--- config.mk ---
export PLATFORM = sky130hd
export DESIGN_NAME = icache_tag_lookup
export DESIGN_NICKNAME = d
export VERILOG_FILES = /design/src/icache_pkg.sv /design/src/icache_tag_lookup.sv
export SDC_FILE = /design/constraint.sdc
export NUM_CORES = 2
export LEC_CHECK = 0
export BUFFER_PORTS_ARGS = -buffer_cell sky130_fd_sc_hd__buf_2
export CAP_MARGIN = 20
export CORE_AREA = 3 3 480 482
export CTS_BUF_LIST = sky130_fd_sc_hd__clkbuf_8
export CTS_CLUSTER_SIZE = 8
export DETAILED_ROUTE_END_ITERATION = 16
export DIE_AREA = 0 0 483 485
export GPL_ROUTABILITY_DRIVEN = 1
export GPL_TIMING_DRIVEN = 0
export HOLD_SLACK_MARGIN = 0.15
export SKIP_LAST_GASP = 1
export SLEW_MARGIN = 20
export SYNTH_ARGS = -nofsm -noshare
export SYNTH_HDL_FRONTEND = slang
export SYNTH_SLANG_ARGS = --single-unit
--- constraint.sdc ---
create_clock -name clk_gp_100mhz -period 13.13 [get_ports clk_gp_100mhz]
set_input_delay 2.626 -clock clk_gp_100mhz [delete_from_list [all_inputs] [get_ports clk_gp_100mhz]]
set_output_delay 2.626 -clock clk_gp_100mhz [all_outputs]
set_load 0.005 [all_outputs]
--- src/icache_pkg.sv ---
package icache_pkg;

    // --------------------------------------------------
    // Cache geometry
    // --------------------------------------------------

    // Instruction address and word width of the 16-bit core
    localparam int ADDR_W = 16;
    localparam int DATA_W = 16;

    // Address split: tag | index | offset
    localparam int TAG_W = 5;
    localparam int INDEX_W = 8;
    localparam int OFFSET_W = 3;

    // 256 lines of 8 words, direct mapped
    localparam int LINES = 256;
    localparam int WORDS_PER_LINE = 8;

    // Hit and miss counter width
    localparam int COUNT_W = 32;

    // --------------------------------------------------
    // Sequencer state encoding
    // --------------------------------------------------
    localparam int STATE_W = 3;

    localparam logic [STATE_W-1:0] ST_IDLE = 3'd0;
    localparam logic [STATE_W-1:0] ST_LOOKUP = 3'd1;
    localparam logic [STATE_W-1:0] ST_FILL = 3'd2;
    localparam logic [STATE_W-1:0] ST_REFILL = 3'd3;
    localparam logic [STATE_W-1:0] ST_RESPOND = 3'd4;
    localparam logic [STATE_W-1:0] ST_FLUSH = 3'd5;
    localparam logic [STATE_W-1:0] ST_INVAL = 3'd6;
    localparam logic [STATE_W-1:0] ST_WAIT_DROP = 3'd7;

    // --------------------------------------------------
    // Address views
    // --------------------------------------------------

    // Tag on top, offset in the low bits
    typedef struct packed {
        logic [TAG_W-1:0] tag;
        logic [INDEX_W-1:0] index;
        logic [OFFSET_W-1:0] offset;
    } icache_addr_fields_t;

    // Same 16 bits, seen flat or split
    typedef union packed {
        logic [ADDR_W-1:0] word;
        icache_addr_fields_t fields;
    } icache_addr_u;

endpackage

--- src/icache_tag_lookup.sv ---
`timescale 1ns/100ps

module icache_tag_lookup import icache_pkg::*; (
    input  logic clk_gp_100mhz,
    input  logic rst_n,
    // Latched request address from the sequencer
    input  icache_addr_u lookup_adr,
    // Line fill complete, store the tag and mark valid
    input  logic tag_write,
    // Flush walks one line per cycle
    input  logic flush_line,
    input  logic [INDEX_W-1:0] flush_index,
    // Single-line invalidate
    input  logic inval_line,
    input  icache_addr_u invalidate_adr,
    output logic lookup_hit
);

    // --------------------------------------------------
    // Tag and valid storage
    // --------------------------------------------------

    // One tag per line, qualified by its valid bit
    logic [TAG_W-1:0] tag_mem [LINES];
    logic [LINES-1:0] line_valid;

    // Index of the line being looked up
    logic [INDEX_W-1:0] lookup_index;

    assign lookup_index = lookup_adr.fields.index;

    // Combinational compare on the registered arrays
    assign lookup_hit = line_valid[lookup_index] &&
                        (tag_mem[lookup_index] == lookup_adr.fields.tag);

    // Tag write at end of fill
    always_ff @(posedge clk_gp_100mhz) begin
        if (tag_write) begin
            tag_mem[lookup_index] <= lookup_adr.fields.tag;
        end
    end

    // --------------------------------------------------
    // Valid bits
    // --------------------------------------------------
    always_ff @(posedge clk_gp_100mhz or negedge rst_n) begin
        if (!rst_n) begin
            line_valid <= '0;
        end else begin
            // Fill and clear never overlap, sequencer is in one state
            if (tag_write) begin
                line_valid[lookup_index] <= 1'b1;
            end
            if (flush_line) begin
                line_valid[flush_index] <= 1'b0;
            end
            // Index decoded straight from the invalidate address
            if (inval_line) begin
                line_valid[invalidate_adr.fields.index] <= 1'b0;
            end
        end
    end

endmodule

==> key figures <==
Cells and area
  – Non-Filler Instances: 7385
  – Share of layout cells above drive strength 1: 0.2181
  – NumNets Final: 4206
  – Design Area, Final: 73620 um^2
  – Commonest non-fill, non-tap cell in the layout: edfxtp_1
  – Final Util: 0.3246
  – Most frequent cells in the layout: 1280 x edfxtp_1, 530 x nor2_1, 304 x clkbuf_8
  – Synth-to-Final Area Change: 16.33%

Timing
  – Slew @ Worst Pin: 1330 ps
  – Slew headroom: 0.1131
  – Skew final: 0 ps
  – Fmax: 0.08676 GHz
  – Setup-failing EPs final: 0
  – Tmin final: 11530 ps
  – RSZ-0062 raised after global routing: no
  – Max Slew Vio Count: 0
  – Setup tns final: 0 ps
  – Hold Vio Cnt, Final: 0
  – Crit share post-route: 0.8778
  – Hold_ws: 490.3 ps

Synth
  – Syn Area/Cell: 16.72 um^2
  – Number of distinct library cells after synthesis: 63
  – Synthesized flop and latch total: 1536
  – Mapped Cells: 3786
  – Sequential share of the synthesized area: 0.7085
  – Post-synth top flop: edfxtp_1
  – EDFF count, synth: 1280
  – Async S/R FF share, synth: 0.1667
  – Cell area after synthesis: 63290 um^2
  – Yosys Warn Count: 0
  – Mapped Nets: 3831

Clocking
  – # Post-CTS Setup Buffers: 0
  – H-tree depth: 5
  – CTS tree: yes
  – PostCTS Resize Cnt: 0
  – Max clock buf depth: 4
  – Reg clk slew, reported paths: 60 ps
  – Clock Latency Late Sink: 1060 ps
  – Cts hold-fix bufs: 0
  – Root buffer cell: clkbuf_8
  – Total clock sinks: 1536
  – CTS Buf Count: 286

GRT
  – Initial antenna violation count: 33
  – First-pass GRT wire length: 386300 um
  – Grt total ovfl: 0
  – Total GRT Usage: 0.2453
  – Largest net degree at the start of global routing: 136
  – Vias in the first global route: 41760

Worst setup path
  – Worst R2R Setup Slack: 12260 ps
  – Critical Path End Type: output port
  – CP required: 10500 ps
  – Critical-path maximum fanout: 12
  – Worst setup path class: in2out
  – Startpoint types: input pin
  – Worst EP arrival: 8900 ps

Flow run
  – Max cap viols: 0

Routing
  – Initial drt markers: 7995
  – Post-Route WL: 295100 um
  – Antenna-violating nets left: 0
  – Drt pass-1 iters: 8
  – Drt wl/cell: 39.96 um
  – Via density per instance: 5.898
  – DR DRC count: 0
  – Vias post-DR: 43560

Placed design
  – Placed Instances: 6881
  – Post-DP Area: 68540 um^2
  – DP HPWL: 202200 um
  – Gp weighted congestion: 1.083
  – PortBufs: 24

Floorplanning
  – Die area: 234300 um^2
  – Site row count: 175
  – Die width: 483 um
  – Placeable Area: 226800 um^2
  – Die height: 485 um
  – I/O pin count: 46
  – Starting Density: 0.2790

Power and ir drop
  – Total power per unit cell area: 143.1 nW/um^2
  – Leakage: 24.77 nW
  – Maximum vdd drop: 0.09289 mV

Worst hold path
  – Min-Delay Path Class: reg2reg

Run status
  – Run status: complete, no violations
==> flip-flops by register name (all words and copies together) (netlist names) <==
| signal | cells |
|---|---|
| line_valid | 256 |
| tag_mem | 1280 |
==> synth_stat cells (all sizes together) (45+ instances only) <==
master	count	share of area
nand3	62	0.0049
nand2	88	0.0052
a221oi	241	0.033
edfxtp	1280	0.61
nor2	551	0.033
a22oi	134	0.016
dfrtp	256	0.10
buf	119	0.012
clkbuf	148	0.0088
mux2i	218	0.034
mux4	280	0.10
a21oi	45	0.0036
==> report_power, final <==
part	total, mW	switching (mW)	internal, mW
Sequential	5.40	0.0402	5.36
Combinational	0.887	0.628	0.259
Clock	4.25	2.05	2.20
Total	10.5	2.72	7.82
==> final timing paths <==
check,from,endpoint,cells after the start
max,lookup_adr[4],lookup_hit,13
min,line_valid[198],line_valid[198],1
max reg2reg,line_valid[253],line_valid[253],2
min reg2reg,line_valid[198],line_valid[198],1
max in group asynchronous,rst_n,line_valid[140],2
min in group asynchronous,rst_n,line_valid[250],1
==> metrics by stage <==
stage | power, mW | setup slack, ps
4_1_cts | 10.51 | 1615
5_1_grt | 10.79 | 1601
2_1_floorplan | 5.868 | 5326
3_3_place_gp | 6.319 | 562.9
3_5_place_dp | 6.348 | 1620
6_report | 10.54 | 1604
==> per-layer routing <==
metal	GRT usage	vias up	routed length [um]
met4	0.1639	12	22160
li1	-	16090	-
met1	0.3098	22780	108800
met3	0.08772	896	37920
met2	0.3532	3785	126100
met5	0	-	98
==> logic make-up (layout without fill, tap and decap cells) <==
| kind of cell | after synthesis | count (layout) | synth area share |
|---|---|---|---|
| and+or+nand+nor | 867 | 867 | 0.05893 |
| xor gates and xnor gates | 5 | 5 | 0.0006919 |
| DFF | 1536 | 1536 | 0.7085 |
| buffers and inverters | 272 | 837 | 0.02060 |
| muxes | 526 | 526 | 0.1391 |
| other | 0 | 25 | 0 |
| AOI/OAI and AO/OA | 580 | 580 | 0.07216 |
==> critical path, cell delays in order <==
cell and delay [ps]:
buf_2 270, buf_2 450, buf_2 700, buf_2 920
buf_2 770, mux2i_1 290, a2111oi_0 920, a311oi_2 300
xnor2_1 230, nor2_1 140, a21oi_1 80, nor4b_2 810
buf_2 290
==> final cells by class <==
| type | count | area, um^2 |
|---|---|---|
| tap | 3009 | 3765 |
| antenna | 25 | 62.56 |
| multi-input combinational | 1978 | 17360 |
| sequential | 1536 | 44840 |
| buffer | 267 | 1366 |
| inverter | 5 | 18.77 |
| clock buffer | 304 | 4184 |
| fill | 22190 | 153200 |
| timing repair buffer | 87 | 1209 |
| clock inverter | 174 | 814.5 |
(Power assumes the default switching activity.)
