**config.mk**
```make
export PLATFORM = sky130hd
export DESIGN_NAME = icache_fill_ctrl
export DESIGN_NICKNAME = d
export VERILOG_FILES = /design/src/icache_pkg.sv /design/src/icache_fill_ctrl.sv
export SDC_FILE = /design/constraint.sdc
export NUM_CORES = 1
export LEC_CHECK = 0
export BUFFER_PORTS_ARGS = -buffer_cell sky130_fd_sc_hd__clkbuf_2
export CAP_MARGIN = 15
export CORE_ASPECT_RATIO = 1.75
export CORE_MARGIN = 5
export CORE_UTILIZATION = 42
export DETAILED_ROUTE_END_ITERATION = 10
export PLACE_DENSITY = 0.79
export SLEW_MARGIN = 0
export SYNTH_ARGS = -nofsm -noshare
export SYNTH_HDL_FRONTEND = slang
export SYNTH_SLANG_ARGS = --single-unit
```
**constraint.sdc**
```tcl
create_clock -name clk_gp_100mhz -period 2.7 [get_ports clk_gp_100mhz]
set_input_delay 0.54 -clock clk_gp_100mhz [delete_from_list [all_inputs] [get_ports clk_gp_100mhz]]
set_output_delay 0.54 -clock clk_gp_100mhz [all_outputs]
set_load 0.005 [all_outputs]
```
**src/icache_pkg.sv**
```systemverilog
package icache_pkg;

    // --------------------------------------------------
    // Cache geometry
    // --------------------------------------------------

    // Instruction address and word width of the 16-bit core
    localparam int ADDR_W = 16;
    localparam int DATA_W = 16;

    // Address split: tag | index | offset
    localparam int TAG_W = 5;
    localparam int INDEX_W = 8;
    localparam int OFFSET_W = 3;

    // 256 lines of 8 words, direct mapped
    localparam int LINES = 256;
    localparam int WORDS_PER_LINE = 8;

    // Hit and miss counter width
    localparam int COUNT_W = 32;

    // --------------------------------------------------
    // Sequencer state encoding
    // --------------------------------------------------
    localparam int STATE_W = 3;

    localparam logic [STATE_W-1:0] ST_IDLE = 3'd0;
    localparam logic [STATE_W-1:0] ST_LOOKUP = 3'd1;
    localparam logic [STATE_W-1:0] ST_FILL = 3'd2;
    localparam logic [STATE_W-1:0] ST_REFILL = 3'd3;
    localparam logic [STATE_W-1:0] ST_RESPOND = 3'd4;
    localparam logic [STATE_W-1:0] ST_FLUSH = 3'd5;
    localparam logic [STATE_W-1:0] ST_INVAL = 3'd6;
    localparam logic [STATE_W-1:0] ST_WAIT_DROP = 3'd7;

    // --------------------------------------------------
    // Address views
    // --------------------------------------------------

    // Tag on top, offset in the low bits
    typedef struct packed {
        logic [TAG_W-1:0] tag;
        logic [INDEX_W-1:0] index;
        logic [OFFSET_W-1:0] offset;
    } icache_addr_fields_t;

    // Same 16 bits, seen flat or split
    typedef union packed {
        logic [ADDR_W-1:0] word;
        icache_addr_fields_t fields;
    } icache_addr_u;

endpackage

```
**src/icache_fill_ctrl.sv**
```systemverilog
`timescale 1ns/100ps

module icache_fill_ctrl import icache_pkg::*; (
    input  logic clk_gp_100mhz,
    input  logic rst_n,
    // Core fetch bus, Wishbone classic slave side
    input  logic cpu_cyc,
    input  logic cpu_stb,
    input  icache_addr_u cpu_adr,
    // Tag lookup
    input  logic lookup_hit,
    output icache_addr_u lookup_adr,
    output logic tag_write,
    output logic flush_line,
    output logic [INDEX_W-1:0] flush_index,
    output logic inval_line,
    // ROM bus, Wishbone classic master side
    input  logic rom_ack,
    output logic rom_cyc,
    output logic rom_stb,
    output icache_addr_u rom_adr,
    // Control pulses
    input  logic cache_flush,
    input  logic cache_invalidate,
    output logic cache_ready,
    // Data store and response
    output logic fill_we,
    output icache_addr_u fill_adr,
    output logic read_en,
    output icache_addr_u read_adr,
    output logic respond,
    output logic respond_hit,
    output logic count_hit,
    output logic count_miss
);

    // --------------------------------------------------
    // State and counters
    // --------------------------------------------------
    logic [STATE_W-1:0] state;
    // Word within the line being filled
    logic [OFFSET_W-1:0] word_cnt;
    // Line being cleared during flush
    logic [INDEX_W-1:0] flush_cnt;
    // Request address, held for the whole access
    icache_addr_u req_adr;

    // Idle accept decode, flush wins over invalidate over fetch
    logic in_idle;
    logic take_flush;
    logic take_inval;
    logic take_fetch;

    // Last word of the burst acknowledged
    logic fill_last;

    assign in_idle = (state == ST_IDLE);
    assign take_flush = in_idle && cache_flush;
    assign take_inval = in_idle && !cache_flush && cache_invalidate;
    assign take_fetch = in_idle && !cache_flush && !cache_invalidate && cpu_cyc && cpu_stb;

    assign fill_last = rom_ack && (word_cnt == OFFSET_W'(WORDS_PER_LINE - 1));

    // --------------------------------------------------
    // Sequencer
    // --------------------------------------------------
    always_ff @(posedge clk_gp_100mhz or negedge rst_n) begin
        if (!rst_n) begin
            state <= ST_IDLE;
            word_cnt <= '0;
            flush_cnt <= '0;
        end else begin
            case (state)
                ST_IDLE: begin
                    if (take_flush) begin
                        state <= ST_FLUSH;
                        flush_cnt <= '0;
                    end else if (take_inval) begin
                        state <= ST_INVAL;
                    end else if (take_fetch) begin
                        state <= ST_LOOKUP;
                    end
                end
                ST_LOOKUP: begin
                    // Miss starts the burst at the line base
                    if (lookup_hit) begin
                        state <= ST_RESPOND;
                    end else begin
                        state <= ST_FILL;
                        word_cnt <= '0;
                    end
                end
                ST_FILL: begin
                    // Late ack just stretches this state
                    if (rom_ack) begin
                        word_cnt <= word_cnt + OFFSET_W'(1);
                    end
                    if (fill_last) begin
                        state <= ST_REFILL;
                    end
                end
                ST_REFILL: begin
                    state <= ST_RESPOND;
                end
                ST_RESPOND: begin
                    // Ack is out this cycle, core still holds stb
                    state <= cpu_stb ? ST_WAIT_DROP : ST_IDLE;
                end
                ST_FLUSH: begin
                    if (flush_cnt == INDEX_W'(LINES - 1)) begin
                        state <= ST_IDLE;
                    end else begin
                        flush_cnt <= flush_cnt + INDEX_W'(1);
                    end
                end
                ST_INVAL: begin
                    state <= ST_IDLE;
                end
                ST_WAIT_DROP: begin
                    if (!cpu_stb) begin
                        state <= ST_IDLE;
                    end
                end
                default: begin
                    state <= ST_IDLE;
                end
            endcase
        end
    end

    // Request capture on fetch accept
    always_ff @(posedge clk_gp_100mhz) begin
        if (take_fetch) begin
            req_adr <= cpu_adr;
        end
    end

    // --------------------------------------------------
    // Outputs
    // --------------------------------------------------
    assign lookup_adr = req_adr;
    assign cache_ready = in_idle;

    // ROM burst, cyc high for all 8 words
    assign rom_cyc = (state == ST_FILL);
    assign rom_stb = (state == ST_FILL);
    assign rom_adr = {req_adr.fields.tag, req_adr.fields.index, word_cnt};

    // Each word written on its own ack
    assign fill_we = (state == ST_FILL) && rom_ack;
    assign fill_adr = rom_adr;

    // Tag and valid go in once the line is complete
    assign tag_write = (state == ST_REFILL);

    // Read issued on a lookup hit or after the refill
    assign read_en = ((state == ST_LOOKUP) && lookup_hit) || (state == ST_REFILL);
    assign read_adr = req_adr;
    assign respond = read_en;
    assign respond_hit = (state == ST_LOOKUP);

    // Miss counted at the failed lookup only
    assign count_hit = (state == ST_LOOKUP) && lookup_hit;
    assign count_miss = (state == ST_LOOKUP) && !lookup_hit;

    assign flush_line = (state == ST_FLUSH);
    assign flush_index = flush_cnt;
    // Cleared at the accepting edge, while invalidate_adr is still valid
    assign inval_line = take_inval;

endmodule

```
==> results of run 1 <==
worst register-to-register path, stage by stage (launching register included):
cell and delay, ns:
dfrtp_1 0.49, and3b_1 0.46, o21ai_4 0.16, or4b_1 0.51, nand2_1 0.08
layout by cell type (no fill, tap or decap), types with 2 or more instances in the layout:
cell type,n
clkbuf_8,5
and3b_1,3
nor2_1,5
dfrtp_1,14
a22o_1,2
nand2_1,14
and2_1,3
ha_1,3
nand2b_1,4
a21oi_1,3
o211ai_1,3
o21ai_1,3
a31oi_1,3
nor3b_2,2
nor3_1,2
edfxtp_1,16
clkbuf_2,107
nand3_1,5
where the power goes:
part / switching (mW) / internal, mW
Sequential: 0.123 / 0.557
Combinational: 0.258 / 0.245
Clock: 0.152 / 0.176
Total: 0.533 / 0.978
cells by family (layout without fill, tap and decap cells):
family                     after synthesis  in the layout
AOI/OAI and AO/OA                       22             22
xor gates and xnor gates                 1              1
adders and majority gates                3              3
buffers and inverters                   53            117
DFF                                     30             30
muxes                                    2              2
and+or+nand+nor                         46             46
state kept, by name (all words and copies together) (netlist names):
name / cells
state: 3
lookup_adr: 16
word_cnt: 3
flush_index: 8
per-stage QoR:
stage / hold WS (ns) / total power, mW / util, %
2_1_floorplan: 0.244 / 1.04 / -
3_3_place_gp: 0.470 / 1.18 / 49.5
3_5_place_dp: 0.475 / 1.20 / 49.5
4_1_cts: 0.174 / 1.53 / 51.5
5_1_grt: 0.185 / 1.63 / 51.5
6_report: 0.162 / 1.51 / 51.5
final timing paths:
| check | start | slack (ns) | to |
|---|---|---|---|
| worst max-delay path | state[1] | 0.62 | count_miss |
| worst min-delay path | rst_n | 0.16 | flush_index[1] |
| worst max register to register | state[1] | 0.94 | flush_index[3] |
| worst min register to register | flush_index[6] | 0.52 | flush_index[6] |
| max in group asynchronous | rst_n | 2.27 | flush_index[2] |
| min in group clk_gp_100mhz | cpu_adr[7] | 0.44 | lookup_adr[7] |
per-layer routing:
layer  up-vias  routed length, um
li1        628                  -
met5         -                  0
met3         6                450
met4         0                 48
met1       601               1260
met2        81               1940
area by class of cell:
class,count,share of cell area [%]
sequential,30,41.3
timing repair buffer,108,27.0
multi-input combinational,74,24.5
clock buffer,6,3.61
clock inverter,2,0.435
tap,48,2.99
inverter,1,0.187
==> metrics.cfg, run 1 <==
[status]
status = completed

[final_layout]
syn_to_final_growth_pct = 17.6
drive_gt1_share_pct = 53.8
area.sequential_um2 = 831
multi_input_area_um2 = 493
final_cell_count_no_fill = 269
nets = 247
nFillCells = 405
stdcell_area_um2 = 2010
diodes = 0

[place]
dp_hpwl_um = 3160
place_ws_ns = 0.936
portBuffers = 107
placedInstanceArea_um2 = 1930
place_inst = 261
place.gp.congestion = 0.814

[critical_path]
arrival_ns = 1.54
crit_type = reg -> out
cp_num_cells = 3
cp_slowest_stage_delay_ns = 0.49
cp_top_family = simple AND/OR/NAND/NOR gates
cp_num_buf_inv = 1
rr_worst_depth = 4
path_cells = nor3b_2 > nor2b_1 > clkbuf_2
slowest_stage = dfrtp_1
required_ns = 2.16
cp_max_fo = 12
endpoint_kind = primary output
start_kind = register

[global_route]
gr-usage-all-layers_pct = 13.4
grt.busiest_layer = met2
grt_pass1_wl_um = 5780
antenna_found_initial = 0
grt-ovfl-total = 0
grt_max_degree = 17
grt_pass1_vias = 1260
met1_usage_pct = 13.6
grt_util_met3_pct = 3.42
grtUsageMet2_pct = 25.8

[logic_synthesis]
ys_types = 40
yosysMostFrequentCell = buf_4
synthAdderAreaFrac_pct = 2.19
synthTopCellsByArea = edfxtp_1, buf_4, dfrtp_1, nand2_1, ha_1
yosysTopAreaCell = edfxtp_1
synth_seq_cells = 30
yosys_warnings = 0
synth_top_family_by_area = buffers and inverters
syn_area_per_cell_um2 = 10.9
synth_xor_xnor_area_share_pct = 0.512
synthCells = 157
postSynth.topFlopCell = edfxtp_1
synthTopCellsByCount = buf_4, edfxtp_1, dfrtp_1, nand2_1
seq_area_frac_synth_pct = 48.6
synth_nets = 184
synthArstFlopShare_pct = 46.7
synth-compound-area-share_pct = 9.44
synth.mux.area_fraction_pct = 1.24
synth_edf_count = 16
syn_area_um2 = 1710
synth-simple-area-share_pct = 15.4
synth_top_area_share_pct = 28.1

[min_path]
min_path_type = in -> async

[clock_network]
cts_hold_buffers = 0
clock-root-buffer = clkbuf_8
clock_sinks = 30
clock_path_buffers = 2
cts_buffers = 5
post_cts_resized = 0
worstSkewPairLatency_ns = 0.28
clkSlewWorstSetupHoldPaths_ns = 0.06
postCtsSetupBuffers = 0
cts_tree = done
htreeDepth = 2

[drt]
vias_per_cell = 4.89
post_drt_wl_per_cell_um = 13.7
wl_um = 3690
drtIter0Drc = 24
dr.pass1.iters = 3
ant_nets = 0
drc = 0
vias = 1316

[sta]
rsz0062_at_grt = false
hold_viol = 0
finalSetupTns_ns = 0
maxSlewHeadroom_pct = 75.7
fmax_mhz = 481
finalSetupViolCount = 0
layout_min_cycle_time_ns = 2.08
period_share_pct = 77.0
final.setup_skew_ns = 0.00648
maxSlewViolCount = 0
setup_slack_ns = 0.621
worstMarginPinSlew_ns = 0.364

[floorplan]
die_w_um = 58.2
die_y_um = 94.4
std_cell_rows = 30
ios = 108
die_area_um2 = 5500
core_area_um2 = 3900
initial_core_util_pct = 43.8

[power]
irDropWorstVdd_v = 0.000526
power_density_nw_per_um2 = 751
power_leakage_nw = 1.02

[flow_run]
drv_cap = 0

(Power assumes the default switching activity.)
==> run 2: changes to the inputs <==
CORE_UTILIZATION = 38   (was 42)
PLACE_DENSITY = 0.76   (was 0.79)
clock period = 1.8 ns   (was 2.7 ns; I/O delays follow)
==> metrics.cfg, run 2 (synthesis gave the netlist of run 1 again) <==
[status]
status = completed

[clock_network]
cts_tree = done
clkSlewWorstSetupHoldPaths_ns = 0.07  ; about the same
worstSkewPairLatency_ns = 0.28  ; about the same
clock_sinks = 30  ; unchanged
htreeDepth = 2  ; unchanged
cts_buffers = 5  ; unchanged
clock-root-buffer = clkbuf_8
clock_path_buffers = 2  ; unchanged

[critical_path]
cp_max_fo = 9  ; -3
start_kind = register
endpoint_kind = primary output
arrival_ns = 1.38  ; -0.16 ns
required_ns = 1.44  ; -0.72 ns
crit_type = reg -> out

[flow_run]
drv_cap = 0  ; unchanged

[floorplan]
ios = 108  ; unchanged
die_w_um = 60.7  ; +4.2%
std_cell_rows = 32  ; +6.7%
initial_core_util_pct = 38.8  ; -5.0 points
die_y_um = 98.8  ; +4.6%
die_area_um2 = 6000  ; +9.0%
core_area_um2 = 4400  ; +13%

[drt]
drtIter0Drc = 26  ; +8.3%
drc = 0  ; unchanged
ant_nets = 0  ; unchanged
vias = 1338  ; +1.7%
wl_um = 3870  ; +4.7%
dr.pass1.iters = 4  ; +1
vias_per_cell = 4.81  ; -1.6%
post_drt_wl_per_cell_um = 13.9  ; +1.3%

[sta]
period_share_pct = 96.9
finalSetupViolCount = 0  ; unchanged
maxSlewViolCount = 0  ; unchanged
worstMarginPinSlew_ns = 0.345  ; -0.0189 ns
layout_min_cycle_time_ns = 1.74
setup_slack_ns = 0.0565  ; -0.564 ns
fmax_mhz = 574
maxSlewHeadroom_pct = 77.0  ; +1.3 points
final.setup_skew_ns = 0.00771  ; +0.00123 ns
hold_viol = 0  ; unchanged

[power]
irDropWorstVdd_v = 0.000801  ; +52%
p_switching_uw = 855  ; +60%
power_density_nw_per_um2 = 1150  ; +52%
switching_share_pct = 35.4  ; +0.16 points
clkPwrFrac_pct = 21.3  ; -0.5 points
seqPwrFrac_pct = 43.3  ; -1.7 points
p_int_mw = 1.56  ; +59%
pwr-share-comb_pct = 35.4  ; +2.1 points
total_power_mw = 2.41  ; +60%
power_leakage_nw = 1.06  ; +3.3%

[min_path]
min_path_type = in -> reg

[final_layout]
final_common_cell = clkbuf_2
postLayoutCoreUtil_pct = 47.8  ; -3.7 points
stdcell_area_um2 = 2110  ; +4.7%
nets = 253  ; +2.4%
diodes = 0  ; unchanged
final_cell_mix = clkbuf_2, edfxtp_1, nand2_1
drive_gt1_share_pct = 57.7  ; +3.9 points
syn_to_final_growth_pct = 23.2
nFillCells = 440  ; +8.6%
largest_reg_flops = 16  ; unchanged

[global_route]
grt_pass1_wl_um = 5670  ; -1.8%
grt_max_degree = 17  ; unchanged
grt_pass1_vias = 1235  ; -2.0%
gr-usage-all-layers_pct = 12.7  ; -0.71 points
grt-ovfl-total = 0  ; unchanged
antenna_found_initial = 0  ; unchanged

[place]
placedInstanceArea_um2 = 1960  ; +1.7%
dp_hpwl_um = 3100  ; -2.0%
place.gp.congestion = 0.775  ; -4.8%
place_ws_ns = 0.174  ; -0.762 ns
portBuffers = 107  ; unchanged

==> run 2: cell type report <==
type / instances / area [um2] / area share, %
clock inverters: 3 / 16.3 / 0.772
clock buffers: 5 / 68.8 / 3.27
well taps: 51 / 63.8 / 3.03
repair buffers: 114 / 603 / 28.6
inverters: 1 / 3.75 / 0.178
multi-input cells: 74 / 517 / 24.5
flip-flops and latches: 30 / 835 / 39.6
==> run 2: metrics by stage <==
step / std cells / hold WS [ns] / setup TNS [ns]
final: 278 / 0.252 / 0
after floorplan: 157 / 0.0644 / 0
after detailed placement: 266 / 0.286 / 0
after CTS: 275 / 0.238 / 0
after global routing: 278 / 0.230 / -0.00637
after global placement: 266 / 0.279 / 0
==> run 2: per-layer routing <==
layer,track usage [%],up-vias,wire length (um)
li1,-,642,-
met1,12.4,605,1220
met2,22.3,87,2080
met3,4.19,4,502
met4,7.18,0,65
met5,0,-,0
==> run 2: what timing repair did <==
item,CTS,global route
hold buffers,1,0
gates resized for setup,5,3
buffers inserted,0,3
endpoints found under the setup margin,3,5
endpoints found under the hold margin,14,0
gates cloned,0,0
==> run 2: path summary, 6_finish.rpt <==
check,start,end,slack (ns),cells past startpoint
hold reg to reg,flush_index[6],flush_index[6],0.53,1
setup reg to reg,flush_index[0],flush_index[3],0.17,5
max in group asynchronous,rst_n,state[2],1.01,2
min in group asynchronous,rst_n,word_cnt[0],0.52,2
setup / recovery,state[0],inval_line,0.06,3
hold / removal,cpu_adr[4],lookup_adr[4],0.25,1
==> run 2: power groups by stage <==
| stage | clock network [mW] | logic, mW | registers, mW |
|---|---|---|---|
| floorplan | 0 | 0.610 | 0.949 |
| global route | 0.580 | 0.970 | 1.07 |
| finish | 0.514 | 0.854 | 1.05 |
| CTS | 0.544 | 0.794 | 1.03 |
| detailed placement | 0 | 0.781 | 1.04 |
| global placement | 0 | 0.771 | 1.02 |
==> run 2: critical path, stage by stage, from the launching register on <==
cell and delay (ns):
dfrtp_2 0.48, nor3_4 0.29, and3b_1 0.21, clkbuf_2 0.12
